### config.mk
export PLATFORM = sky130hd
export DESIGN_NAME = mac_cfg_regs
export DESIGN_NICKNAME = d
export VERILOG_FILES = /design/src/verilog/eth_loopback_pkg.sv /design/src/verilog/mac_cfg_regs.sv
export VERILOG_INCLUDE_DIRS = /design/src /design/src/verilog
export SDC_FILE = /design/constraint.sdc
export NUM_CORES = 1
export LEC_CHECK = 0
export ABC_AREA = 1
export ABC_CLOCK_PERIOD_IN_PS = 3000
export BUFFER_PORTS_ARGS = -buffer_cell sky130_fd_sc_hd__buf_2
export CAP_MARGIN = 5
export CORE_UTILIZATION = 45
export CTS_BUF_LIST = sky130_fd_sc_hd__clkbuf_8
export CTS_CLUSTER_DIAMETER = 30
export CTS_CLUSTER_SIZE = 24
export DETAILED_ROUTE_END_ITERATION = 8
export GPL_TIMING_DRIVEN = 0
export SLEW_MARGIN = 20
export SYNTH_ARGS = -nofsm -noshare
export SYNTH_HDL_FRONTEND = slang
export SYNTH_SLANG_ARGS = --single-unit
export TNS_END_PERCENT = 30
### constraint.sdc
create_clock -name clk -period 3 [get_ports clk]
set_input_delay 0.45 -clock clk [delete_from_list [all_inputs] [get_ports clk]]
set_output_delay 0.45 -clock clk [all_outputs]
set_load 0.05 [all_outputs]
### src/verilog/eth_loopback_defs.svh
// Ethernet loopback constants
`ifndef ETH_LOOPBACK_DEFS_SVH
`define ETH_LOOPBACK_DEFS_SVH

// Frame lengths in bytes
`define ETH_MIN_FRAME_LEN 32'd60
`define ETH_MAX_FRAME_LEN 11'd1518

// Frame FIFO size in entries, a power of two
`define FIFO_DEPTH 2048

// Idle bytes between frames after reset
`define DEFAULT_IFG 8'd12

// Register map
`define REG_CFG       3'd0
`define REG_RX_GOOD   3'd1
`define REG_RX_BAD    3'd2
`define REG_RX_DROP   3'd3
`define REG_TX_FRAMES 3'd4

`endif

### src/verilog/eth_loopback_pkg.sv
// Ethernet loopback types
`default_nettype none

package eth_loopback_pkg;

// One byte of frame data on its way through the FIFO
typedef struct packed {
    logic [7:0] data;
    logic       last;
    logic       bad;
} eth_beat_t;

// Runtime configuration
typedef struct packed {
    logic [7:0] ifg;
    logic       rx_enable;
    logic       tx_enable;
} mac_cfg_t;

// Single-cycle event pulses for the counters
typedef struct packed {
    logic rx_good;
    logic rx_bad;
    logic rx_drop;
    logic tx_frame;
} mac_stat_t;

// CRC-32 over one byte, LSB first
// Reflected form of polynomial 0x04C11DB7
function automatic logic [31:0] crc32_step(
    input logic [31:0] crc,
    input logic [7:0]  data
);
    logic [31:0] c;

    c = crc ^ {24'd0, data};
    for (int i = 0; i < 8; i++) begin
        if (c[0]) begin
            c = (c >> 1) ^ 32'hEDB88320;
        end else begin
            c = c >> 1;
        end
    end
    return c;
endfunction

endpackage

`default_nettype wire

### src/verilog/mac_cfg_regs.sv
// MAC configuration and statistics registers
`timescale 1ns/10ps
`default_nettype none

`include "eth_loopback_defs.svh"

module mac_cfg_regs (
    input  wire logic                        clk,
    input  wire logic                        rst,
    input  wire logic                        reg_wr,
    input  wire logic                        reg_rd,
    input  wire logic [2:0]                  reg_addr,
    input  wire logic [31:0]                 reg_wdata,
    output logic [31:0]                      reg_rdata,
    input  wire eth_loopback_pkg::mac_stat_t stat,
    output eth_loopback_pkg::mac_cfg_t       cfg,
    output wire logic [1:0]                  led
);

// Counter index to register address
localparam logic [2:0] CNT_ADDR [4] = '{
    `REG_RX_GOOD,
    `REG_RX_BAD,
    `REG_RX_DROP,
    `REG_TX_FRAMES
};

logic [31:0] cnt [4];
logic [3:0]  ev;
logic        led_tx;

assign ev  = {stat.tx_frame, stat.rx_drop, stat.rx_bad, stat.rx_good};
assign led = {led_tx, cfg.rx_enable};

always_ff @(posedge clk) begin
    if (rst) begin
        cfg       <= '{ifg: `DEFAULT_IFG, rx_enable: 1'b1, tx_enable: 1'b1};
        led_tx    <= 1'b0;
        reg_rdata <= '0;
        for (int i = 0; i < 4; i++) begin
            cnt[i] <= '0;
        end
    end else begin
        // CFG layout is ifg in [7:0], rx_enable in bit 8, tx_enable in bit 9
        if (reg_wr && reg_addr == `REG_CFG) begin
            cfg.ifg       <= reg_wdata[7:0];
            cfg.rx_enable <= reg_wdata[8];
            cfg.tx_enable <= reg_wdata[9];
        end

        if (stat.tx_frame) begin
            led_tx <= !led_tx;
        end

        // Any write clears, otherwise count and stick at all ones
        for (int i = 0; i < 4; i++) begin
            if (reg_wr && reg_addr == CNT_ADDR[i]) begin
                cnt[i] <= '0;
            end else if (ev[i] && cnt[i] != '1) begin
                cnt[i] <= cnt[i] + 32'd1;
            end
        end

        if (reg_rd) begin
            case (reg_addr)
                `REG_CFG:       reg_rdata <= {22'd0, cfg.tx_enable, cfg.rx_enable, cfg.ifg};
                `REG_RX_GOOD:   reg_rdata <= cnt[0];
                `REG_RX_BAD:    reg_rdata <= cnt[1];
                `REG_RX_DROP:   reg_rdata <= cnt[2];
                `REG_TX_FRAMES: reg_rdata <= cnt[3];
                default:        reg_rdata <= '0;
            endcase
        end
    end
end

endmodule

`default_nettype wire

==> results.cfg <==
[critical_path]
worst_setup_path_start_kind = flip-flop
worst_ep_arrival_time_ns = 2.45
crit_required_ns = 3.07
worstSetupPathType = reg -> reg
endpoint_kind = flip-flop
path_max_fanout = 32

[clocking]
numCtsBuffers = 17
clkTransAtPathRegs_ns = 0.10
clock_latency_ns = 0.48
cts_setup_buffers = 0
cts_sinks = 171
root_buffer = clkbuf_8
cts.path.max_buffers = 2
cts_htree_levels = 4
postCtsHoldBufs = 0
cts_tree = yes

[floorplanning]
rows = 57
core_um2 = 24400
die-area_um2 = 25500
die_w_um = 160
initial_core_util = 0.459
die_h_um = 160
boundaryPins = 87

[cells_and_area]
diodes = 0
post_route_cells_drive_above_1_share = 0.138
final_cells = 1958
layout_commonest_cell = nand2_1
final_cell_mix = nand2_1 (511), nor2_1 (260), edfxtp_1 (128), inv_1 (124), buf_2 (73)
nFillCells = 2468
syn_to_final_growth_pct = 10.4
nets = 1668

[sta]
grt_setup_unrepaired = no
hold_violations = 0
tightest_slew_ns = 0.773
fin_setup_tns_ns = 0
drv_slew = 0
period_needed_ns = 2.38
fmax_mhz = 420
skew_ns = 0.0164
relSlewSlack = 0.483
fin_crit_sh = 0.794
setup_slack_ns = 0.617
setup_viol = 0

[route]
ant_nets = 0
drc_errors = 0
post_drt_wl_per_cell_um = 16.5
dr.pass1.iters = 5
vias_per_cell = 5.14
finalWirelength_um = 32300
vias = 10067
drt-initial-drc-count = 945

[yosys]
async_flop_share = 0
synth-edff-count = 128
syn_area_per_cell_um2 = 7.28
synth.distinct_cells = 39
synth_top_flop_cell = edfxtp_1
synth_seq_cells = 171
synth_nets = 1586
ys.warnings.count = 0
mappedNetlistArea_um2 = 11200
ys_seq_area_frac = 0.420
synthCells = 1539

[outcome]
outcome = finished, final reports clean

[placement]
gp_congestion = 0.934
dp_hpwl_um = 25300
port_buffers = 61
place_ws_ns = 0.201
dp.cells = 1926

[global_routing]
grt_use_met1 = 0.381
grt_overflow = 0
antenna_found_initial = 0
grt_pass1_vias = 9044
grt_max_degree = 33
use_met2 = 0.380
grt_pass1_wl_um = 50200
grt_util_met3 = 0.0301
grt_busiest_layer = met1
grt_usage = 0.257

[power_and_ir_drop]
powerDensity_nw_per_um2 = 428
p_leak_nw = 4.66
ir_drop_v = 0.000231

[hold_path]
worstHoldPathType = in -> reg

[run]
drv_cap = 0
==> path summary, 6_finish.rpt <==
path                        end  slack (ns)  depth (start not counted)     startpoint
setup / recovery     cnt[2][15]        0.62                          9      cnt[2][0]
hold / removal           cfg[0]        0.17                          3   reg_wdata[9]
setup reg to reg     cnt[2][15]        0.62                          9      cnt[2][0]
hold reg to reg   reg_rdata[28]        0.47                          2  reg_rdata[28]
==> area by class of cell <==
class / count / area [um^2] / area share
buffer: 50 / 347 / 0.0280
clock buffer: 18 / 248 / 0.0200
clock inverter: 14 / 144 / 0.0116
inverter: 134 / 505 / 0.0409
multi-input combinational: 1184 / 5660 / 0.458
sequential: 171 / 4700 / 0.380
tap: 324 / 405 / 0.0328
timing repair buffer: 63 / 353 / 0.0285
==> registers in the layout, summed over array words and instances, names as in the netlist <==
register   cells
cnt          128
cfg           10
reg_rdata     32
led_tx         1
==> metal layers <==
layer / up-vias / part of all wire
met2: 355 / 0.43
met4: 0 / 0.031
met3: 44 / 0.067
met1: 4556 / 0.48
met5: - / 0
li1: 5112 / -
==> repair_timing <==
action | CTS | global route
endpoints found under the hold margin | 0 | 0
resized for setup | 0 | 1
setup endpoints to repair | 0 | 15
==> cell usage after synthesis, drive strengths merged (2+ instances only) <==
master  count  area share
xnor2      23       0.018
inv       133       0.045
clkbuf     16      0.0055
ha          4      0.0045
nand3      82       0.042
xor2       41       0.032
and2        3      0.0017
nand4      58       0.035
nor2      321        0.13
a21oi      48       0.022
nand2     525        0.18
buf        34       0.025
edfxtp    128        0.34
o21ai      54       0.024
nor3        2     0.00089
nand3b     21       0.014
dfxtp      43       0.077
==> per-stage QoR <==
| stage | hold slack, ns | total power, W | utilization | area, um^2 |
|---|---|---|---|---|
| after floorplan | 0.484 | 0.00337 | - | 11200 |
| after global placement | 0.453 | 0.00361 | 0.488 | 11900 |
| after detailed placement | 0.455 | 0.00362 | 0.491 | 12000 |
| after CTS | 0.154 | 0.00531 | 0.507 | 12400 |
| after global routing | 0.169 | 0.00550 | 0.507 | 12400 |
| final | 0.168 | 0.00529 | 0.507 | 12400 |
==> report_power, final <==
part / switching (W) / total [W] / internal (W)
logic: 0.000456 / 0.000667 / 0.000210
registers: 0.000205 / 0.00291 / 0.00271
clock network: 0.000948 / 0.00171 / 0.000767
total: 0.00161 / 0.00529 / 0.00368
==> critical path: stages (launching register included) <==
cell,delay [ns]
edfxtp_1,0.42
ha_1,0.28
nand3_2,0.17
inv_2,0.10
nand2_2,0.08
nor2_4,0.13
nand4_2,0.13
nand2_4,0.13
buf_6,0.15
nand3_4,0.37
==> cell families (layout without fill, tap and decap cells) <==
| group | count (synthesis) | count (layout) | share of synthesized area |
|---|---|---|---|
| buffers and inverters | 184 | 279 | 0.0761 |
| DFF | 171 | 171 | 0.420 |
| AOI/OAI and AO/OA | 103 | 103 | 0.0466 |
| adders and majority gates | 4 | 4 | 0.00447 |
| xor gates and xnor gates | 64 | 64 | 0.0500 |
| and+or+nand+nor | 1013 | 1013 | 0.403 |
Note: power is estimated with default switching activity, not from simulation.
