==> src/verilog/eth_loopback_defs.svh <==
// Ethernet loopback constants
`ifndef ETH_LOOPBACK_DEFS_SVH
`define ETH_LOOPBACK_DEFS_SVH

// Frame lengths in bytes
`define ETH_MIN_FRAME_LEN 32'd60
`define ETH_MAX_FRAME_LEN 11'd1518

// Frame FIFO size in entries, a power of two
`define FIFO_DEPTH 2048

// Idle bytes between frames after reset
`define DEFAULT_IFG 8'd12

// Register map
`define REG_CFG       3'd0
`define REG_RX_GOOD   3'd1
`define REG_RX_BAD    3'd2
`define REG_RX_DROP   3'd3
`define REG_TX_FRAMES 3'd4

`endif

==> src/verilog/eth_loopback_pkg.sv <==
// Ethernet loopback types
`default_nettype none

package eth_loopback_pkg;

// One byte of frame data on its way through the FIFO
typedef struct packed {
    logic [7:0] data;
    logic       last;
    logic       bad;
} eth_beat_t;

// Runtime configuration
typedef struct packed {
    logic [7:0] ifg;
    logic       rx_enable;
    logic       tx_enable;
} mac_cfg_t;

// Single-cycle event pulses for the counters
typedef struct packed {
    logic rx_good;
    logic rx_bad;
    logic rx_drop;
    logic tx_frame;
} mac_stat_t;

// CRC-32 over one byte, LSB first
// Reflected form of polynomial 0x04C11DB7
function automatic logic [31:0] crc32_step(
    input logic [31:0] crc,
    input logic [7:0]  data
);
    logic [31:0] c;

    c = crc ^ {24'd0, data};
    for (int i = 0; i < 8; i++) begin
        if (c[0]) begin
            c = (c >> 1) ^ 32'hEDB88320;
        end else begin
            c = c >> 1;
        end
    end
    return c;
endfunction

endpackage

`default_nettype wire

==> src/verilog/gmii_tx_framer.sv <==
// GMII transmit framer
`timescale 1ns/10ps
`default_nettype none

`include "eth_loopback_defs.svh"

module gmii_tx_framer (
    input  wire logic                        clk,
    input  wire logic                        rst,
    input  wire eth_loopback_pkg::mac_cfg_t  cfg,
    input  wire logic                        frame_ready,
    input  wire eth_loopback_pkg::eth_beat_t beat,
    output logic                             beat_rd,
    output logic [7:0]                       txd,
    output logic                             tx_en,
    output wire logic                        tx_er,
    output logic                             stat_frame
);

import eth_loopback_pkg::*;

typedef enum logic [2:0] {
    ST_IDLE,
    ST_PRE,
    ST_DATA,
    ST_PAD,
    ST_FCS,
    ST_GAP
} state_t;

state_t      state;
logic [2:0]  cnt;
logic [10:0] len;
logic [10:0] len_next;
logic [31:0] crc;
logic [7:0]  gap_cnt;

assign len_next = len + 11'd1;

// One FIFO beat consumed per data cycle
assign beat_rd = (state == ST_DATA);

// Frames are never corrupted on purpose
assign tx_er = 1'b0;

always_ff @(posedge clk) begin
    if (rst) begin
        state      <= ST_IDLE;
        txd        <= 8'h00;
        tx_en      <= 1'b0;
        stat_frame <= 1'b0;
        cnt        <= '0;
        gap_cnt    <= '0;
    end else begin
        stat_frame <= 1'b0;

        case (state)
            ST_IDLE: begin
                if (frame_ready && cfg.tx_enable && gap_cnt == 8'd0) begin
                    tx_en <= 1'b1;
                    txd   <= 8'h55;
                    cnt   <= 3'd1;
                    state <= ST_PRE;
                end
            end
            ST_PRE: begin
                // Seven preamble bytes then the SFD
                if (cnt == 3'd7) begin
                    txd   <= 8'hD5;
                    crc   <= '1;
                    len   <= '0;
                    state <= ST_DATA;
                end else begin
                    txd <= 8'h55;
                    cnt <= cnt + 3'd1;
                end
            end
            ST_DATA: begin
                txd <= beat.data;
                crc <= crc32_step(crc, beat.data);
                len <= len_next;
                if (beat.last) begin
                    cnt <= '0;
                    if (len_next < 11'(`ETH_MIN_FRAME_LEN)) begin
                        state <= ST_PAD;
                    end else begin
                        state <= ST_FCS;
                    end
                end
            end
            ST_PAD: begin
                txd <= 8'h00;
                crc <= crc32_step(crc, 8'h00);
                len <= len_next;
                if (len_next == 11'(`ETH_MIN_FRAME_LEN)) begin
                    state <= ST_FCS;
                end
            end
            ST_FCS: begin
                // Inverted CRC, low byte first
                txd <= ~crc[8*cnt +: 8];
                cnt <= cnt + 3'd1;
                if (cnt == 3'd3) begin
                    stat_frame <= 1'b1;
                    gap_cnt    <= cfg.ifg;
                    state      <= ST_GAP;
                end
            end
            ST_GAP: begin
                // Entered on the last FCS byte, counts idle cycles after it
                tx_en <= 1'b0;
                txd   <= 8'h00;
                if (gap_cnt != 8'd0) begin
                    gap_cnt <= gap_cnt - 8'd1;
                end
                if (gap_cnt <= 8'd1) begin
                    state <= ST_IDLE;
                end
            end
            default: state <= ST_IDLE;
        endcase
    end
end

endmodule

`default_nettype wire

==> config.mk <==
export PLATFORM = sky130hd
export DESIGN_NAME = gmii_tx_framer
export DESIGN_NICKNAME = d
export VERILOG_FILES = /design/src/verilog/eth_loopback_pkg.sv /design/src/verilog/gmii_tx_framer.sv
export VERILOG_INCLUDE_DIRS = /design/src /design/src/verilog
export SDC_FILE = /design/constraint.sdc
export NUM_CORES = 1
export LEC_CHECK = 0
export ABC_AREA = 1
export ABC_CLOCK_PERIOD_IN_PS = 8300
export BUFFER_PORTS_ARGS = -buffer_cell sky130_fd_sc_hd__buf_2
export CAP_MARGIN = 40
export CORE_UTILIZATION = 50
export DETAILED_ROUTE_END_ITERATION = 10
export PLACE_DENSITY = 0.78
export SYNTH_ARGS = -nofsm -noshare
export SYNTH_HDL_FRONTEND = slang
export SYNTH_SLANG_ARGS = --single-unit
==> constraint.sdc <==
create_clock -name clk -period 8.3 [get_ports clk]
set_input_delay 1.245 -clock clk [delete_from_list [all_inputs] [get_ports clk]]
set_output_delay 1.245 -clock clk [all_outputs]
set_load 0.1 [all_outputs]
==> flow_summary.json <==
{
  "initial_core_util_pct": 52.19,
  "cts_hold_buf": 0,
  "clkTransAtPathRegs_ns": 0.08,
  "antenna_cells": 0,
  "wl_per_cell_um": 17.23,
  "grt_pass1_wl_mm": 24.07,
  "drt-vias-per-instance": 5.714,
  "clkLatencyLatePin_ns": 0.37,
  "max_freq_mhz": 243.6,
  "ys_types": 52,
  "synth_area_mm2": 0.005436,
  "fin_skew_ns": 0.008993,
  "path_cells": "inv_2 > nor2_1 > buf_4 > clkinv_2 > nor2_2 > buf_4 > buf_2",
  "post-cts-setup-buffers": 0,
  "critPathSlowestCell": "dfxtp_1",
  "layout_common_cells": "nand2_1, xor2_1, inv_1, nor2_1, a21oi_1",
  "p_leak_nw": 2.433,
  "die_h_um": 106.3,
  "dr.first_iter.drc_count": 503,
  "syn_to_final_growth_pct": 7.986,
  "final_common_cell": "nand2_1",
  "h-tree-depth": 3,
  "cts_max_path_buffers": 2,
  "maxCapViolCount": 0,
  "routed_wl_mm": 14.94,
  "ys_seq_area_share_pct": 32.59,
  "grt_pass1_vias": 4793,
  "grt_usage_pct": 27.95,
  "cts.sinks": 67,
  "grt_max_degree": 44,
  "end_kind": "output pin",
  "ys_warn_count": 0,
  "synth_nets": 736,
  "port_buffers": 31,
  "p_per_area_mw_per_mm2": 323.8,
  "cts_resized": 0,
  "synthCells": 707,
  "io_pins": 35,
  "hold_path_class": "reg -> reg",
  "gp_congestion": 0.9286,
  "critPathArrivalTime_ns": 2.86,
  "cts_tree": "yes",
  "rows": 37,
  "drc": 0,
  "synth_edf_count": 43,
  "critical_path_class": "reg -> out",
  "ys_async_sr_fraction_pct": 0,
  "die_area_mm2": 0.01129,
  "fin_crit_sh_pct": 49.45,
  "synthFlopType": "edfxtp_1",
  "grtUsageMet1_pct": 36.21,
  "fin_cells": 867,
  "rsz0062_at_grt": "false",
  "final_nets": 755,
  "grt_antenna_before_repair": 0,
  "layout_min_cycle_time_ns": 4.104,
  "ant_nets": 0,
  "use_met3_pct": 5.579,
  "grtUsageMet2_pct": 43.83,
  "slew_headroom_pct": 39.03,
  "fin_setup_tns_ns": 0,
  "slowest_delay_ns": 0.49,
  "via_count": 4954,
  "dr.pass1.iters": 6,
  "core_area_mm2": 0.01042,
  "dp_hpwl_mm": 10.60,
  "dp_cells": 851,
  "grt_overflow": 0,
  "drive_above_1_share_pct": 14.23,
  "die_x_um": 106.3,
  "final-setup-viol-count": 0,
  "worstMarginPinSlew_ns": 0.9084,
  "ys_ff_latch": 67,
  "slew_violations": 0,
  "root_buffer": "clkbuf_8",
  "avgSynthCellArea_um2": 7.689,
  "final-hold-violation-count": 0,
  "status": "finished, final reports clean",
  "cp-start-kind": "register",
  "crit_top_cell": "buf_4",
  "vdd_ir_drop_max_mv": 0.3971,
  "grt-busiest-layer": "met2",
  "worstPathRequired_ns": 7.05,
  "cts_buffers": 9,
  "cp_max_fo": 20
}
==> critical path, delay by kind of cell, from the launching register on <==
family / cells / cell delay [ns]
buffers and inverters: 5 / 1.43
AND/OR/NAND/NOR: 2 / 0.55
flip-flops: 1 / 0.49
==> area by class of cell <==
cell class	instances	area, um^2
fill	957	4546
multi-input combinational	535	3236
sequential	67	1772
inverter	78	296.5
timing repair buffer	35	192.7
clock buffer	12	177.7
tap	136	170.2
clock inverter	4	26.28
==> metal layers <==
| metal | vias up | wire length (um) |
|---|---|---|
| met5 | - | 0 |
| met2 | 262 | 6888 |
| met3 | 54 | 1375 |
| met4 | 0 | 569 |
| li1 | 2348 | - |
| met1 | 2290 | 6103 |
==> synthesized netlist by cell type, types with 16 or more instances <==
master,n,area share [%]
a21oi_1,47,4.3
o21ai_0,35,3.2
edfxtp_1,43,24
nand3_1,30,2.8
nand2_1,148,10
xor2_1,75,12
nor2_1,54,3.7
inv_2,16,1.1
xnor2_1,24,3.9
o21ai_1,21,1.9
inv_1,59,4.1
dfxtp_1,24,8.8
==> worst paths after layout <==
path                                      endpoint                   from  slack (ns)  depth (start not counted)
worst min-delay path            tx_en$_SDFFE_PP0P_     tx_en$_SDFFE_PP0P_        0.47                          2
worst min register to register  tx_en$_SDFFE_PP0P_     tx_en$_SDFFE_PP0P_        0.47                          2
worst max register to register   crc[20]$_DFFE_PP_  state[1]$_SDFFE_PP0P_        5.34                         11
worst max-delay path                       beat_rd  state[1]$_SDFFE_PP0P_        4.20                          7
==> sequential cells by signal, summed over array words and instances (netlist names) <==
register	count
crc	32
len	11
gap_cnt	8
txd	8
cnt	3
state	3
stat_frame	1
tx_en	1
==> through the flow <==
| step | utilization [%] | instance area (um^2) | worst slack (ns) | hold WS, ns | power, mW |
|---|---|---|---|---|---|
| 2_1_floorplan | - | 5438 | 1.735 | 0.4522 | 1.361 |
| 3_3_place_gp | 54.26 | 5652 | 4.722 | 0.4494 | 1.549 |
| 3_5_place_dp | 54.40 | 5667 | 4.672 | 0.4600 | 1.587 |
| 4_1_cts | 56.36 | 5871 | 4.248 | 0.4733 | 1.878 |
| 5_1_grt | 56.36 | 5871 | 4.088 | 0.5048 | 2.018 |
| 6_report | 56.36 | 5871 | 4.196 | 0.4702 | 1.901 |
==> kinds of logic (layout without fill, tap and decap cells) <==
kind of cell / count (synthesis) / in the layout / synth area share (%)
and+or+nand+nor: 273 / 273 / 21.84
AOI/OAI and AO/OA: 143 / 143 / 15.03
xor gates and xnor gates: 112 / 112 / 21.08
buffers and inverters: 105 / 129 / 8.009
DFF: 67 / 67 / 32.59
adders and majority gates: 6 / 6 / 1.381
other: 1 / 1 / 0.06898
==> where the power goes <==
part	leakage (nW)	internal [mW]	switching [mW]
sequential	0.557	0.458	0.103
combinational	1.77	0.330	0.717
clock	0.108	0.146	0.147
total	2.43	0.934	0.966
(Power assumes the default switching activity.)
