$ cat src/verilog/eth_loopback_defs.svh
// Ethernet loopback constants
`ifndef ETH_LOOPBACK_DEFS_SVH
`define ETH_LOOPBACK_DEFS_SVH

// Frame lengths in bytes
`define ETH_MIN_FRAME_LEN 32'd60
`define ETH_MAX_FRAME_LEN 11'd1518

// Frame FIFO size in entries, a power of two
`define FIFO_DEPTH 2048

// Idle bytes between frames after reset
`define DEFAULT_IFG 8'd12

// Register map
`define REG_CFG       3'd0
`define REG_RX_GOOD   3'd1
`define REG_RX_BAD    3'd2
`define REG_RX_DROP   3'd3
`define REG_TX_FRAMES 3'd4

`endif

$ cat src/verilog/eth_loopback_pkg.sv
// Ethernet loopback types
`default_nettype none

package eth_loopback_pkg;

// One byte of frame data on its way through the FIFO
typedef struct packed {
    logic [7:0] data;
    logic       last;
    logic       bad;
} eth_beat_t;

// Runtime configuration
typedef struct packed {
    logic [7:0] ifg;
    logic       rx_enable;
    logic       tx_enable;
} mac_cfg_t;

// Single-cycle event pulses for the counters
typedef struct packed {
    logic rx_good;
    logic rx_bad;
    logic rx_drop;
    logic tx_frame;
} mac_stat_t;

// CRC-32 over one byte, LSB first
// Reflected form of polynomial 0x04C11DB7
function automatic logic [31:0] crc32_step(
    input logic [31:0] crc,
    input logic [7:0]  data
);
    logic [31:0] c;

    c = crc ^ {24'd0, data};
    for (int i = 0; i < 8; i++) begin
        if (c[0]) begin
            c = (c >> 1) ^ 32'hEDB88320;
        end else begin
            c = c >> 1;
        end
    end
    return c;
endfunction

endpackage

`default_nettype wire

$ cat src/verilog/gmii_rx_framer.sv
// GMII receive framer
`timescale 1ns/10ps
`default_nettype none

`include "eth_loopback_defs.svh"

module gmii_rx_framer (
    input  wire logic                       clk,
    input  wire logic                       rst,
    input  wire logic [7:0]                 rxd,
    input  wire logic                       rx_dv,
    input  wire logic                       rx_er,
    input  wire eth_loopback_pkg::mac_cfg_t cfg,
    output eth_loopback_pkg::eth_beat_t     beat,
    output logic                            beat_wr,
    output logic                            stat_good,
    output logic                            stat_bad
);

import eth_loopback_pkg::*;

// What the running CRC holds after a frame with a correct FCS
localparam logic [31:0] CRC_RESIDUE = 32'hDEBB20E3;

typedef enum logic [1:0] {ST_IDLE, ST_PRE, ST_DATA, ST_DROP} state_t;

state_t      state;
logic [7:0]  dly [4];
logic [7:0]  pend;
logic        pend_vld;
logic [10:0] cnt;
logic [31:0] crc;
logic        err;
logic        frame_bad;

// Verdict on the complete frame, FCS included in cnt
assign frame_bad = (crc != CRC_RESIDUE) || err
    || (cnt < 11'(`ETH_MIN_FRAME_LEN + 4)) || (cnt > `ETH_MAX_FRAME_LEN);

always_ff @(posedge clk) begin
    if (rst) begin
        state     <= ST_IDLE;
        beat_wr   <= 1'b0;
        stat_good <= 1'b0;
        stat_bad  <= 1'b0;
        pend_vld  <= 1'b0;
        cnt       <= '0;
        err       <= 1'b0;
    end else begin
        beat_wr   <= 1'b0;
        stat_good <= 1'b0;
        stat_bad  <= 1'b0;

        case (state)
            ST_IDLE: begin
                // Disabled receiver skips the whole frame
                if (rx_dv) begin
                    if (cfg.rx_enable && rxd == 8'h55) begin
                        state <= ST_PRE;
                    end else begin
                        state <= ST_DROP;
                    end
                end
            end
            ST_PRE: begin
                if (!rx_dv) begin
                    state <= ST_IDLE;
                end else if (rxd == 8'hD5) begin
                    crc      <= '1;
                    cnt      <= '0;
                    err      <= 1'b0;
                    pend_vld <= 1'b0;
                    state    <= ST_DATA;
                end else if (rxd != 8'h55) begin
                    state <= ST_DROP;
                end
            end
            ST_DATA: begin
                if (rx_dv) begin
                    dly[0] <= rxd;
                    dly[1] <= dly[0];
                    dly[2] <= dly[1];
                    dly[3] <= dly[2];
                    crc    <= crc32_step(crc, rxd);
                    if (cnt != '1) begin
                        cnt <= cnt + 11'd1;
                    end
                    if (rx_er) begin
                        err <= 1'b1;
                    end
                    // Byte leaving the delay line cannot be FCS any more
                    if (cnt >= 11'd4) begin
                        pend     <= dly[3];
                        pend_vld <= 1'b1;
                        if (pend_vld) begin
                            beat    <= '{data: pend, last: 1'b0, bad: 1'b0};
                            beat_wr <= 1'b1;
                        end
                    end
                end else begin
                    // End of frame, the held byte closes it
                    if (pend_vld) begin
                        beat    <= '{data: pend, last: 1'b1, bad: frame_bad};
                        beat_wr <= 1'b1;
                    end
                    stat_good <= !frame_bad;
                    stat_bad  <= frame_bad;
                    state     <= ST_IDLE;
                end
            end
            ST_DROP: begin
                if (!rx_dv) begin
                    state <= ST_IDLE;
                end
            end
            default: state <= ST_IDLE;
        endcase
    end
end

endmodule

`default_nettype wire

$ cat config.mk
export PLATFORM = sky130hd
export DESIGN_NAME = gmii_rx_framer
export DESIGN_NICKNAME = d
export VERILOG_FILES = /design/src/verilog/eth_loopback_pkg.sv /design/src/verilog/gmii_rx_framer.sv
export VERILOG_INCLUDE_DIRS = /design/src /design/src/verilog
export SDC_FILE = /design/constraint.sdc
export NUM_CORES = 1
export LEC_CHECK = 0
export ABC_AREA = 0
export BUFFER_PORTS_ARGS = -buffer_cell sky130_fd_sc_hd__buf_2
export CORE_MARGIN = 5
export CORE_UTILIZATION = 54
export DETAILED_ROUTE_END_ITERATION = 6
export GPL_ROUTABILITY_DRIVEN = 0
export GPL_TIMING_DRIVEN = 0
export PLACE_DENSITY = 0.87
export SLEW_MARGIN = 10
export SYNTH_ARGS = -nofsm -noshare
export SYNTH_HDL_FRONTEND = slang
export SYNTH_SLANG_ARGS = --single-unit
$ cat constraint.sdc
create_clock -name clk -period 4 [get_ports clk]
set_input_delay 0.8 -clock clk [delete_from_list [all_inputs] [get_ports clk]]
set_output_delay 0.8 -clock clk [all_outputs]
set_load 0.01 [all_outputs]
==> results of run 1 <==
==> metal layers <==
layer / global-route usage (%) / up-vias
met5: 0 / -
met4: 6.94 / 0
met3: 4.73 / 18
met2: 31.1 / 98
met1: 20.1 / 1225
li1: - / 1201
==> per-stage QoR <==
step	total power (uW)	instance area, um^2
detailed placement	1440	4680
CTS	2070	4890
global route	2150	4890
global placement	1420	4640
finish	2060	4890
floorplan	1380	4390
==> cell families after synthesis <==
kind of cell / share of synthesized area [%]
XOR/XNOR: 19.1
buffers and inverters: 0.856
adder cells (fa/ha/maj): 0.285
AO/OA/AOI/OAI: 2.77
flip-flops: 64.3
AND/OR/NAND/NOR: 12.6
==> cells in the mapped netlist (all sizes together), types with 4 or more instances <==
cell	n	area (um^2)
xor2	16	178
nor2	24	90.1
o21ai	5	25.0
edfxtp	82	2460
xnor3	6	141
nor4b	4	35.0
clkbuf	7	26.3
xnor2	56	521
nand3	5	25.0
dfxtp	18	360
nor3	10	50.1
nor4	5	31.3
nand2b	8	50.1
nand4	5	31.3
nand2	31	116
==> power by group through the flow <==
stage	sequential (uW)	clock (uW)	combinational [uW]
floorplan	1170	0	210
global placement	1170	0	255
detailed placement	1170	0	267
CTS	1150	653	272
global route	1150	708	292
finish	1150	640	272
==> final cells by class <==
cell class,instances,share of cell area [%]
tap,102,2.61
inverter,2,0.153
multi-input combinational,204,31.6
sequential,100,57.7
clock buffer,9,2.53
clock inverter,7,1.77
timing repair buffer,25,3.02
buffer,8,0.614
==> path summary, 6_finish.rpt <==
kind	from	cells after the start	slack, ps	endpoint
min	dly[1][7]$_DFFE_PP_	0	420	dly[2][7]$_DFFE_PP_
min reg2reg	dly[1][7]$_DFFE_PP_	0	420	dly[2][7]$_DFFE_PP_
max	rxd[2]	6	940	crc[17]$_SDFFCE_PN1P_
max reg2reg	state[1]$_SDFFE_PP0P_	6	1210	crc[17]$_SDFFCE_PN1P_
==> sequential cells by signal, indices dropped and copies added (netlist names) <==
name,count
dly,32
crc,32
cnt,11
beat,10
stat_bad,1
state,2
stat_good,1
beat_wr,1
err,1
pend_vld,1
pend,8
==> flow_metrics.py, run 1 <==
metrics = {
    "power_and_ir_drop": {
        "p_switching_uw": 541,
        "leakagePower_uw": 0.00160,
        "power_density_nw_per_um2": 421,
        "switching_share_pct": 26.3,
        "seqPwrFrac_pct": 55.7,
        "clkPwrFrac_pct": 31.1,
        "power.internal_uw": 1520,
        "pwr-share-comb_pct": 13.2,
        "max-vdd-ir-drop_mv": 0.250,
    },
    "critical_path": {
        "worstPathRequired_ps": 4080,
        "crit_type": "input port to register",
        "max_stage_delay_ps": 680,
        "crit_fanout": 19,
        "cp_num_buf_inv": 3,
        "critPathLaunchType": "input port",
        "path_cells": "buf_2 > nor4bb_1 > a41oi_1 > clkbuf_1 > nor3_4 > buf_16",
        "critPathTopFamily": "simple AND/OR/NAND/NOR gates",
        "worstSetupEndpointType": "register",
        "worstPathArrival_ps": 3140,
        "slowest_stage": "nor3_4",
    },
    "finish": {
        "utilization_pct": 62.6,
        "final_cell_mix": "edfxtp_1, xnor2_1, nand2_1",
        "fin_nets": 373,
        "final_common_cell": "edfxtp_1",
        "layout.cells.non_filler": 457,
        "seq_area_um2": 2820,
        "multi_input_area_um2": 1550,
        "nFillCells": 560,
        "n_antenna_cell": 0,
        "area_growth_pct": 11.5,
        "layout-drive-gt1-share_pct": 15.5,
    },
    "drt": {
        "routedWlPerCell_um": 18.0,
        "viasPerCell": 5.56,
        "dr.pass1.iters": 4,
        "vias": 2542,
        "met1_length_mm": 3.10,
        "route.met2.wl_mm": 4.32,
        "ant_nets": 0,
        "wl_met3_um": 612,
        "drt_iter0_drc": 165,
        "drc": 0,
        "top_layer": "met4",
        "wl_mm": 8.23,
    },
    "clock_network": {
        "htree_levels": 3,
        "cts_tree": "yes",
        "holdBufCountCts": 0,
        "clk-insertion-delay-late_ps": 370,
        "cts.sinks": 100,
        "clockBufferDepth": 2,
        "post-cts-setup-buffers": 0,
        "root_buffer": "clkbuf_8",
        "cts_resized": 0,
        "clkSlewWorstSetupHoldPaths_ps": 110,
        "cts_buffers": 9,
    },
    "floorplanning": {
        "die_x_um": 100,
        "dieArea_um2": 10000,
        "num_io_pins": 35,
        "core_um2": 7810,
        "start_util_pct": 56.2,
        "rows": 32,
        "fp.dieH_um": 100,
    },
    "logic_synthesis": {
        "ys_ff_latch": 100,
        "syn-num-nets": 337,
        "synthCells": 314,
        "synthesis.area_um2": 4390,
        "synth_cell_types": 39,
        "synth_flop_cell": "edfxtp_1",
        "synth-edff-count": 82,
        "async_flop_share_pct": 0,
        "yosys_warnings": 0,
        "synth.avg_cell_area_um2": 14.0,
        "synth.yosys.seq_area_share_pct": 64.3,
    },
    "timing": {
        "min_period_ps": 3060,
        "maxSlewViolCount": 0,
        "setup_viol": 0,
        "finalCritPeriodShare_pct": 76.6,
        "fmaxAchievable_mhz": 326,
        "worst_pin_slew_ps": 1200,
        "fin_ws_ps": 936,
        "finalSetupTns_ps": 0,
        "rsz0062_at_grt": "no",
        "timing.hold.ws_ps": 418,
        "relSlewSlack_pct": 18.0,
        "hold_violations": 0,
        "fin_skew_ps": 14.9,
    },
    "global_routing": {
        "antenna_found_initial": 0,
        "track_usage_pct": 17.5,
        "grt_pass1_wl_mm": 13.3,
        "grt_pass1_vias": 2575,
        "grt_max_degree": 33,
        "grt_overflow_total": 0,
    },
    "run_status": {
        "outcome": "complete, no violations",
    },
    "placement": {
        "dp.cells": 441,
        "dp_hpwl_mm": 6.00,
        "place_ws_ps": 540,
        "port_buffers": 24,
    },
    "worst_hold_path": {
        "hold_class": "register to register",
    },
    "flow_run": {
        "cap_violations": 0,
    },
}
No activity file was read; power rests on OpenSTA's default activity.
==> run 2, diff against run 1 <==
clock period = 2.7 ns   (was 4 ns; I/O delays follow)
==> run 2 against run 1 <==
  * Worst hold slack got worse by 25 ps
  * Critical path depth decreased by 1
  * Combinational power increased by 47%
  * Critical endpoint is now crc[21]$_SDFFCE_PN1P_
  * Largest power group unchanged
  * Critical path type is now register to register
==> flow_metrics.py, run 2 (same netlist as run 1, synthesis figures left out) <==
metrics = {
    "drt": {
        "drt_iter0_drc": 191,
        "wl_mm": 8.34,
        "routedWlPerCell_um": 18.1,
        "drc": 0,
        "viasPerCell": 5.59,
        "vias": 2570,
        "dr.pass1.iters": 6,
        "ant_nets": 0,
    },
    "timing": {
        "maxSlewViolCount": 0,
        "setup_viol": 0,
        "worst_pin_slew_ps": 1010,
        "fmaxAchievable_mhz": 393,
        "finalCritPeriodShare_pct": 94.2,
        "relSlewSlack_pct": 32.2,
        "finalSetupTns_ps": 0,
        "timing.hold.ws_ps": 393,
        "min_period_ps": 2540,
        "fin_skew_ps": 8.46,
        "hold_violations": 0,
        "rsz0062_at_grt": "no",
    },
    "critical_path": {
        "critPathLaunchType": "register",
        "max_stage_delay_ps": 820,
        "worstPathRequired_ps": 2800,
        "critPathTopFamily": "XOR/XNOR gates",
        "cp_num_buf_inv": 0,
        "worstSetupEndpointType": "register",
        "worstPathArrival_ps": 2650,
        "crit_type": "register to register",
        "slowest_stage": "xnor2_1",
        "path_cells": "xnor2_1 > xnor2_1 > xnor2_1 > xor2_1 > nand2_1",
        "crit_fanout": 7,
        "cp_common_cell": "xnor2_1",
    },
    "finish": {
        "final_common_cell": "edfxtp_1",
        "area_growth_pct": 11.4,
        "fin_nets": 376,
        "layout-drive-gt1-share_pct": 16.5,
        "utilization_pct": 62.6,
        "n_antenna_cell": 0,
        "final_cell_mix": "edfxtp_1, xnor2_1, nand2_1",
        "top_regs": "crc: 32 flops, dly: 32 flops, cnt: 11 flops",
        "multi_input_area_um2": 1550,
        "seq_area_um2": 2820,
        "nFillCells": 576,
    },
    "placement": {
        "port_buffers": 24,
        "dp_hpwl_mm": 5.81,
    },
    "floorplanning": {
        "rows": 32,
        "die_x_um": 100,
        "core_um2": 7810,
        "dieArea_um2": 10000,
        "fp.dieH_um": 100,
        "num_io_pins": 35,
        "start_util_pct": 56.2,
    },
    "power_and_ir_drop": {
        "power_density_nw_per_um2": 617,
        "finalPower_uw": 3020,
        "max-vdd-ir-drop_mv": 0.365,
        "leakagePower_uw": 0.00161,
    },
    "global_routing": {
        "grt_overflow_total": 0,
        "grt_pass1_vias": 2643,
        "grt_max_degree": 33,
        "grt_pass1_wl_mm": 13.5,
        "antenna_found_initial": 0,
        "track_usage_pct": 17.9,
    },
    "clock_network": {
        "root_buffer": "clkbuf_8",
        "clockBufferDepth": 2,
        "cts.sinks": 100,
        "holdBufCountCts": 0,
        "cts_buffers": 9,
        "cts_tree": "yes",
        "clk-insertion-delay-late_ps": 360,
        "htree_levels": 3,
        "clkSlewWorstSetupHoldPaths_ps": 100,
    },
    "run_status": {
        "outcome": "complete, no violations",
    },
    "flow_run": {
        "cap_violations": 0,
    },
    "worst_hold_path": {
        "hold_class": "input port to register",
    },
}
[run 2: metrics by stage]
step,setup WS [ps],instance area (um^2),instances
floorplan,158,4400,314
CTS,108,4880,460
detailed placement,-507,4670,441
global route,73.9,4890,460
finish,156,4890,460
global placement,-742,4650,440
[run 2: final cells by class]
| cell class | count | area share, % |
|---|---|---|
| Clock inverter | 6 | 1.07 |
| Inverter | 2 | 0.154 |
| Clock buffer | 10 | 2.82 |
| Timing Repair Buffer | 28 | 3.22 |
| Tap cell | 102 | 2.61 |
| Sequential cell | 100 | 57.7 |
| Buffer | 8 | 0.614 |
| Multi-Input combinational cell | 204 | 31.8 |
[run 2: worst reg2reg max path: cells and delay by family, from the launching register on]
family,cells,cell delay (ps)
simple gates,1,60
flops,1,430
xor+xnor,4,1790
[run 2: what timing repair did]
action	in CTS	in global routing
setup endpoints to repair	32	1
setup buffers	3	0
gates resized for setup	0	1
pin swaps	1	0
[run 2: final timing paths]
path                                               to  depth (start not counted)            startpoint  slack (ps)
worst min register to register    dly[3][3]$_DFFE_PP_                          0   dly[2][3]$_DFFE_PP_         430
worst max register to register  crc[21]$_SDFFCE_PN1P_                          5  crc[4]$_SDFFCE_PN1P_         160
worst max-delay path            crc[21]$_SDFFCE_PN1P_                          5  crc[4]$_SDFFCE_PN1P_         160
worst min-delay path              dly[0][4]$_DFFE_PP_                          1                rxd[4]         390
[run 2: routing by layer]
layer	vias to the layer above	global-route usage [%]	routed length, um
met1	1239	20.5	3200
met5	-	0	0
met2	109	30.4	4260
met4	0	5.91	193
met3	17	7.30	677
li1	1205	-	-
[run 2: where the power goes]
group | leakage [uW] | internal, uW | switching, uW
Combinational | 0.000630 | 190 | 210
Clock | 0.0000971 | 378 | 540
Sequential | 0.000882 | 1680 | 13.3
Total | 0.00161 | 2250 | 764
